<file path="src/pwm_pkg.sv">
`default_nettype none

package pwm_pkg;

	typedef logic [15:0] data_t;	// register port word
	typedef logic [3:0]  addr_t;
	typedef logic [15:0] cnt_t;	// duty, period, channel count
	typedef logic [7:0]  div_t;	// prescaler divisor

	localparam int NUM_CH_DEF = 4;

	// register map
	localparam addr_t ADDR_CTRL     = 4'd0;	// channel enables in low bits
	localparam addr_t ADDR_PRESC    = 4'd1;
	localparam addr_t ADDR_IRQ_EN   = 4'd2;
	localparam addr_t ADDR_IRQ_STAT = 4'd3;	// write one to clear
	localparam addr_t ADDR_CH_BASE  = 4'd8;	// duty at base+2k, period at base+2k+1

endpackage

`default_nettype wire

</file>
<file path="src/tick_gen.sv">
`timescale 1ns/10ps
`default_nettype none

module tick_gen (
	input  wire                 clk,
	input  wire                 rst,
	input  wire pwm_pkg::div_t  i_presc,
	output logic                o_tick
);

	pwm_pkg::div_t cnt;

	// >= also catches a divisor lowered below the running count
	assign o_tick = (cnt >= i_presc);

	always_ff @(posedge clk or negedge rst) begin
		if (!rst) begin
			cnt <= '0;
		end else if (o_tick) begin
			cnt <= '0;
		end else begin
			cnt <= cnt + 1'b1;
		end
	end

endmodule

`default_nettype wire

</file>
<file path="src/pwm_channel.sv">
`timescale 1ns/10ps
`default_nettype none

module pwm_channel (
	input  wire                 clk,
	input  wire                 rst,
	input  wire                 i_tick,
	input  wire                 i_en,
	input  wire pwm_pkg::cnt_t  i_duty,
	input  wire pwm_pkg::cnt_t  i_period,
	output logic                o_pwm,
	output logic                o_wrap
);

	pwm_pkg::cnt_t cnt;
	pwm_pkg::cnt_t duty_sh;
	pwm_pkg::cnt_t period_sh;
	logic          at_end;
	logic          wrap_q;

	// last tick of the period
	assign at_end = i_tick & (cnt >= period_sh);

	always_ff @(posedge clk or negedge rst) begin
		if (!rst) begin
			cnt       <= '0;
			duty_sh   <= '0;
			period_sh <= '0;
			wrap_q    <= 1'b0;
		end else if (!i_en) begin
			// shadows track the registers so enable starts with fresh values
			cnt       <= '0;
			duty_sh   <= i_duty;
			period_sh <= i_period;
			wrap_q    <= 1'b0;
		end else begin
			wrap_q <= at_end;
			if (at_end) begin
				cnt       <= '0;
				duty_sh   <= i_duty;	// reload at wrap
				period_sh <= i_period;
			end else if (i_tick) begin
				cnt <= cnt + 1'b1;
			end
		end
	end

	assign o_pwm  = i_en & (cnt < duty_sh);
	assign o_wrap = wrap_q;

endmodule

`default_nettype wire

</file>
<file path="src/pwm_irq.sv">
`timescale 1ns/10ps
`default_nettype none

module pwm_irq #(
	parameter int NUM_CH = 4
) (
	input  wire              clk,
	input  wire              rst,
	input  wire [NUM_CH-1:0] i_wrap,
	input  wire [NUM_CH-1:0] i_irq_en,
	input  wire [NUM_CH-1:0] i_stat_clr,
	output logic [NUM_CH-1:0] o_stat,
	output logic             o_irq
);

	logic [NUM_CH-1:0] stat;

	// set wins over clear
	always_ff @(posedge clk or negedge rst) begin
		if (!rst) begin
			stat <= '0;
		end else begin
			stat <= (stat & ~i_stat_clr) | i_wrap;
		end
	end

	assign o_stat = stat;
	assign o_irq  = |(stat & i_irq_en);	// masked

endmodule

`default_nettype wire

</file>
<file path="src/pwm_regs.sv">
`timescale 1ns/10ps
`default_nettype none

module pwm_regs #(
	parameter int NUM_CH = 4
) (
	input  wire                                clk,
	input  wire                                rst,
	input  wire                                i_cs,
	input  wire                                i_wr,
	input  wire                                i_rd,
	input  wire pwm_pkg::addr_t                i_addr,
	input  wire pwm_pkg::data_t                i_wr_data,
	input  wire [NUM_CH-1:0]                   i_stat,
	output pwm_pkg::data_t                     o_rd_data,
	output pwm_pkg::div_t                      o_presc,
	output logic [NUM_CH-1:0]                  o_ch_en,
	output pwm_pkg::cnt_t [NUM_CH-1:0]         o_duty,
	output pwm_pkg::cnt_t [NUM_CH-1:0]         o_period,
	output logic [NUM_CH-1:0]                  o_irq_en,
	output logic [NUM_CH-1:0]                  o_stat_clr
);

	logic           wr_en;
	logic           rd_en;
	pwm_pkg::data_t rd_mux;

	// channel k register address, sel 0 duty, sel 1 period
	function automatic pwm_pkg::addr_t ch_addr(input int k, input int sel);
		return pwm_pkg::addr_t'(pwm_pkg::ADDR_CH_BASE + 2 * k + sel);
	endfunction

	assign wr_en = i_cs & i_wr;
	assign rd_en = i_cs & i_rd;

	always_ff @(posedge clk or negedge rst) begin
		if (!rst) begin
			o_ch_en    <= '0;
			o_presc    <= '0;
			o_irq_en   <= '0;
			o_stat_clr <= '0;
			o_duty     <= '0;
			o_period   <= '0;
		end else begin
			o_stat_clr <= '0;	// one clock only
			if (wr_en) begin
				case (i_addr)
					pwm_pkg::ADDR_CTRL:     o_ch_en    <= i_wr_data[NUM_CH-1:0];
					pwm_pkg::ADDR_PRESC:    o_presc    <= i_wr_data[7:0];
					pwm_pkg::ADDR_IRQ_EN:   o_irq_en   <= i_wr_data[NUM_CH-1:0];
					pwm_pkg::ADDR_IRQ_STAT: o_stat_clr <= i_wr_data[NUM_CH-1:0];
					default: begin
						for (int k = 0; k < NUM_CH; k++) begin
							if (i_addr == ch_addr(k, 0)) begin
								o_duty[k] <= i_wr_data;
							end
							if (i_addr == ch_addr(k, 1)) begin
								o_period[k] <= i_wr_data;
							end
						end
					end
				endcase
			end
		end
	end

	// read-back mux, unmapped stays zero
	always_comb begin
		rd_mux = '0;
		case (i_addr)
			pwm_pkg::ADDR_CTRL:     rd_mux[NUM_CH-1:0] = o_ch_en;
			pwm_pkg::ADDR_PRESC:    rd_mux[7:0]        = o_presc;
			pwm_pkg::ADDR_IRQ_EN:   rd_mux[NUM_CH-1:0] = o_irq_en;
			pwm_pkg::ADDR_IRQ_STAT: rd_mux[NUM_CH-1:0] = i_stat;	// live flags
			default: begin
				for (int k = 0; k < NUM_CH; k++) begin
					if (i_addr == ch_addr(k, 0)) begin
						rd_mux = o_duty[k];
					end
					if (i_addr == ch_addr(k, 1)) begin
						rd_mux = o_period[k];
					end
				end
			end
		endcase
	end

	always_ff @(posedge clk or negedge rst) begin
		if (!rst) begin
			o_rd_data <= '0;
		end else if (rd_en) begin
			o_rd_data <= rd_mux;	// held until next read
		end
	end

endmodule

`default_nettype wire

</file>
<file path="src/pwm_bank.sv">
`timescale 1ns/10ps
`default_nettype none

module pwm_bank #(
	parameter int NUM_CH = pwm_pkg::NUM_CH_DEF
) (
	input  wire                 clk,
	input  wire                 rst,
	input  wire                 i_cs,
	input  wire                 i_wr,
	input  wire                 i_rd,
	input  wire pwm_pkg::addr_t i_addr,
	input  wire pwm_pkg::data_t i_wr_data,
	output pwm_pkg::data_t      o_rd_data,
	output logic [NUM_CH-1:0]   o_pwm,
	output logic                o_irq
);

	pwm_pkg::div_t                 presc;
	logic                          tick;
	logic [NUM_CH-1:0]             ch_en;
	pwm_pkg::cnt_t [NUM_CH-1:0]    duty;
	pwm_pkg::cnt_t [NUM_CH-1:0]    period;
	logic [NUM_CH-1:0]             irq_en;
	logic [NUM_CH-1:0]             stat_clr;
	logic [NUM_CH-1:0]             stat;
	logic [NUM_CH-1:0]             wrap;

	tick_gen u_tick (
		.clk     (clk),
		.rst     (rst),
		.i_presc (presc),
		.o_tick  (tick)
	);

	pwm_regs #(.NUM_CH(NUM_CH)) u_regs (
		.clk        (clk),
		.rst        (rst),
		.i_cs       (i_cs),
		.i_wr       (i_wr),
		.i_rd       (i_rd),
		.i_addr     (i_addr),
		.i_wr_data  (i_wr_data),
		.i_stat     (stat),
		.o_rd_data  (o_rd_data),
		.o_presc    (presc),
		.o_ch_en    (ch_en),
		.o_duty     (duty),
		.o_period   (period),
		.o_irq_en   (irq_en),
		.o_stat_clr (stat_clr)
	);

	for (genvar g = 0; g < NUM_CH; g++) begin : g_ch
		pwm_channel u_ch (
			.clk      (clk),
			.rst      (rst),
			.i_tick   (tick),
			.i_en     (ch_en[g]),
			.i_duty   (duty[g]),
			.i_period (period[g]),
			.o_pwm    (o_pwm[g]),
			.o_wrap   (wrap[g])
		);
	end

	pwm_irq #(.NUM_CH(NUM_CH)) u_irq (
		.clk        (clk),
		.rst        (rst),
		.i_wrap     (wrap),
		.i_irq_en   (irq_en),
		.i_stat_clr (stat_clr),
		.o_stat     (stat),
		.o_irq      (o_irq)
	);

endmodule

`default_nettype wire

</file>
<file path="config.mk">
export PLATFORM = sky130hd
export DESIGN_NAME = pwm_bank
export DESIGN_NICKNAME = d
export VERILOG_FILES = /design/src/pwm_pkg.sv /design/src/tick_gen.sv /design/src/pwm_channel.sv /design/src/pwm_irq.sv /design/src/pwm_regs.sv /design/src/pwm_bank.sv
export SDC_FILE = /design/constraint.sdc
export NUM_CORES = 1
export LEC_CHECK = 0
export ABC_AREA = 1
export BUFFER_PORTS_ARGS = -buffer_cell sky130_fd_sc_hd__buf_4
export CORE_AREA = 3 3 245 247
export CTS_CLUSTER_DIAMETER = 40
export DETAILED_ROUTE_END_ITERATION = 10
export DIE_AREA = 0 0 248 250
export SLEW_MARGIN = 20
export SYNTH_ARGS = -nofsm -noshare
export SYNTH_HDL_FRONTEND = slang
export SYNTH_SLANG_ARGS = --single-unit
</file>
<file path="constraint.sdc">
create_clock -name clk -period 2 [get_ports clk]
set_input_delay 0.2 -clock clk [delete_from_list [all_inputs] [get_ports clk]]
set_output_delay 0.2 -clock clk [all_outputs]
set_load 0.02 [all_outputs]
</file>
==> key figures <==
Min path
  • Hold path startpoint: i_wr
  • Hold WC Path Type: primary input to flip-flop

Synthesis
  • Ys async rst share: 100.0%
  • Synth cell types: 41
  • Synth Instances: 2,608
  • Syn nets: 2,770
  • Synthesized flop and latch total: 372
  • Synth Area per Inst: 7.738 um2
  • Sequential cell area fraction in the yosys report: 46.13%
  • Yosys warnings: 0
  • Cell area after synthesis: 20,180 um2
  • Number of flops mapped to enable cells by yosys: 0
  • Main synth FF type: dfrtp_1

Power
  • Sw frac: 34.89%
  • Static leakage: 14.74 nW
  • PwrDens: 1057 nW/um2
  • Total chip power: 0.03199 W
  • Logic pwr share: 30.4%
  • Sequential power share: 32.3%
  • Cell internal pwr: 0.02083 W
  • Clock share of power: 37.3%
  • Net Sw Power: 0.01116 W
  • Maximum VDD drop: 0.0006817 V

Timing
  • RSZ-0062 raised after global routing: yes
  • TNS Setup: -22,200 ps
  • Worst-margin pin slew: 711.7 ps
  • Minimum clock period: 2365 ps
  • Skew final: 25.78 ps
  • Slew HR: 52.50%
  • Highest Clock Rate: 422.8 MHz
  • Setup WS post-layout: -365.0 ps
  • Tcrit/Tclk final: 118.2%
  • Setup-failing EPs final: 181
  • Slew Limit Fails: 0
  • Final hold viol count: 0

Status
  • Status: finished with violations
  • Failing checks: negative setup slack

CTS
  • H-tree depth: 3
  • CTS tree: yes
  • CTS Sinks: 372
  • TritonCTS Buffers: 66
  • Worst-Skew Late Latency: 580 ps
  • CTS max path bufs: 3
  • Clock-pin transition on the worst setup and hold timing paths: 50 ps
  • CTS Root Buffer Type: clkbuf_16

Setup path
  • Reg2reg end: g_ch[0].u_ch.period_sh[4]
  • Reg2reg path depth: 14
  • Worst EP arrival: 2160 ps
  • CP startpoint kind: flip-flop
  • CP top delay family: simple AND/OR/NAND/NOR gates
  • Critical path type: flip-flop to primary output
  • WP buf/inv: 2
  • Reg2reg setup slack: -200 ps
  • Slowest cell on crit path: dfrtp_1
  • CP Capture Type: primary output
  • Max FO, Critical Path: 2
  • Worst-path cell chain: buf_6 > ha_4 > nand2_1 > o21ai_1 > nand2_1 > nand2_2 > nand3_2 > nand2_4 > nor2_4 > buf_6
  • CP Depth: 10
  • Worst setup startpoint: g_ch[2].u_ch.cnt[2]
  • End of the critical path: o_pwm[2]
  • Worst r2r src: g_ch[0].u_ch.cnt[5]
  • Worst path required time: 1800 ps
  • Crit-path max cell delay: 410 ps

Global routing
  • Largest net degree at the start of global routing: 62
  • Grt total ovfl: 0
  • Initial antenna violation count: 0
  • Vias in the first global route: 19,516
  • Total track usage: 21.90%
  • First-pass GRT wire length: 107.6 mm

Drt
  • DRC viols: 0
  • Vias per inst: 5.263
  • Via count: 19,803
  • Routed Antenna Nets: 0
  • Total wire length after detailed routing: 73.29 mm
  • WL/cell: 19.48 um
  • DRT Pass-1 Iters: 6
  • Number of DRC markers in iteration 0: 1,521

Finish
  • Design Area, Final: 30,270 um2
  • Final Non-Filler Cells: 3,763
  • Filler cell count: 4,883
  • Leading cell types in the layout, fill and taps excluded: nand2_1 (622), dfrtp_1 (371), inv_1 (277)
  • Ant. Diodes: 0
  • Area grow syn2layout: 49.97%
  • Share of layout cells above drive strength 1: 35.62%
  • Nets: 3,108
  • Commonest non-fill, non-tap cell in the layout: nand2_1

Place
  • HPWL Detailed: 43.69 mm
  • # port buffers: 45
  • GPL Wtd Cong: 0.9263
  • Placed Cells: 3,486
  • Post-DP Area: 22,530 um2
  • DP Worst Slack: -266.8 ps

Floorplan
  • Initial core utilization: 34.91%
  • Area of the die: 62,000 um2
  • # rows: 88
  • Die Span X: 248 um
  • DIE HEIGHT: 250 um
  • Io pins: 46
  • Area of the core: 57,810 um2

Run
  • MaxCap Viol Count: 0
-- synthesized netlist by cell type (19+ instances only) --
cell	instances	share of area, %
nand4_1	70	2.2
ha_1	137	8.5
nand3_1	208	5.2
clkbuf_1	45	0.84
o21ai_0	166	4.1
nor2_1	164	3.1
inv_1	310	5.8
nand2_1	858	16
a21oi_1	98	2.4
xor2_1	19	0.82
buf_2	33	0.82
dfrtp_1	372	46
nor3_1	37	0.92
-- layer usage --
metal	track usage, %	part of all wire [%]	up-vias	routed length (um)
li1	-	-	9111	-
met1	29.03	41	9706	30040
met2	35.44	49	801	35700
met3	3.127	5.8	185	4227
met4	9.822	4.5	0	3314
met5	0	0	-	0
-- worst register-to-register path, stage by stage (launching register included) --
cell and delay (ps):
dfrtp_1 380, buf_4 150, ha_4 260, nand2_2 70, nor2_4 130, nand4_1 150
nor2_2 160, inv_1 70, nand3_2 90, nand2_4 70, buf_12 130, nand2_8 150
clkbuf_16 200, nand2_2 50, nand2_1 70
-- sequential cells by signal, summed over array words and instances (netlist names) --
name and cells:
u_regs.o_presc 8, u_regs.o_rd_data 16, g_ch.u_ch.period_sh 64, u_irq.o_stat 4, u_regs.o_ch_en 4, u_regs.o_irq_en 4
u_regs.o_duty 64, g_ch.u_ch.cnt 64, g_ch.u_ch.o_wrap 4, u_regs.o_period 64, g_ch.u_ch.duty_sh 64, u_tick.cnt 8
u_regs.o_stat_clr 4
-- power by group through the flow --
stage	registers, W	logic [W]	clock network, W
final	0.0103	0.00973	0.0119
after global routing	0.0105	0.0105	0.0124
after CTS	0.0101	0.00797	0.0120
after detailed placement	0.0101	0.00586	0
after global placement	0.0101	0.00565	0
after floorplan	0.00971	0.00372	0
-- cell type report --
type                       count  area [um2]  share of cell area, %
tap                          765       957.2                  3.163
multi-input combinational   1818       12310                  40.67
inverter                     313        1189                  3.927
clock buffer                  80        1848                  6.106
timing repair buffer         375        4153                  13.72
clock inverter                40       499.2                  1.650
sequential                   372        9310                  30.76
-- timing repair --
action                     4_1_cts  5_1_grt
hold endpoints to repair        50        0
pin swaps                      153      189
setup endpoints to repair      199      200
setup buffers                  109       47
resized for setup              437      413
hold buffers                     1        0
cloned                          26        9
-- through the flow --
step | util [%] | hold WS (ps)
final | 52.36 | 54.92
after global routing | 52.36 | 54.30
after CTS | 49.14 | 40.90
after detailed placement | 38.97 | 193.4
after global placement | 38.97 | 193.1
after floorplan | - | -95.59
-- cells by family after synthesis --
group           synth area share [%]
simple gates                   28.32
buf+inv                        8.389
flops                          46.13
compound gates                 7.800
fa+ha+maj                      8.494
xor+xnor                      0.8680
-- worst min-delay path by stage --
stage	to	slack, ps	cells past startpoint
floorplan	g_ch[0].u_ch.cnt[0]	-100	0
global placement	g_ch[1].u_ch.cnt[13]	190	1
detailed placement	g_ch[1].u_ch.cnt[12]	190	1
CTS	u_regs.o_stat_clr[3]	40	3
global route	u_regs.o_stat_clr[0]	50	3
finish	u_regs.o_stat_clr[0]	50	3
No activity file was read; power rests on OpenSTA's default activity.
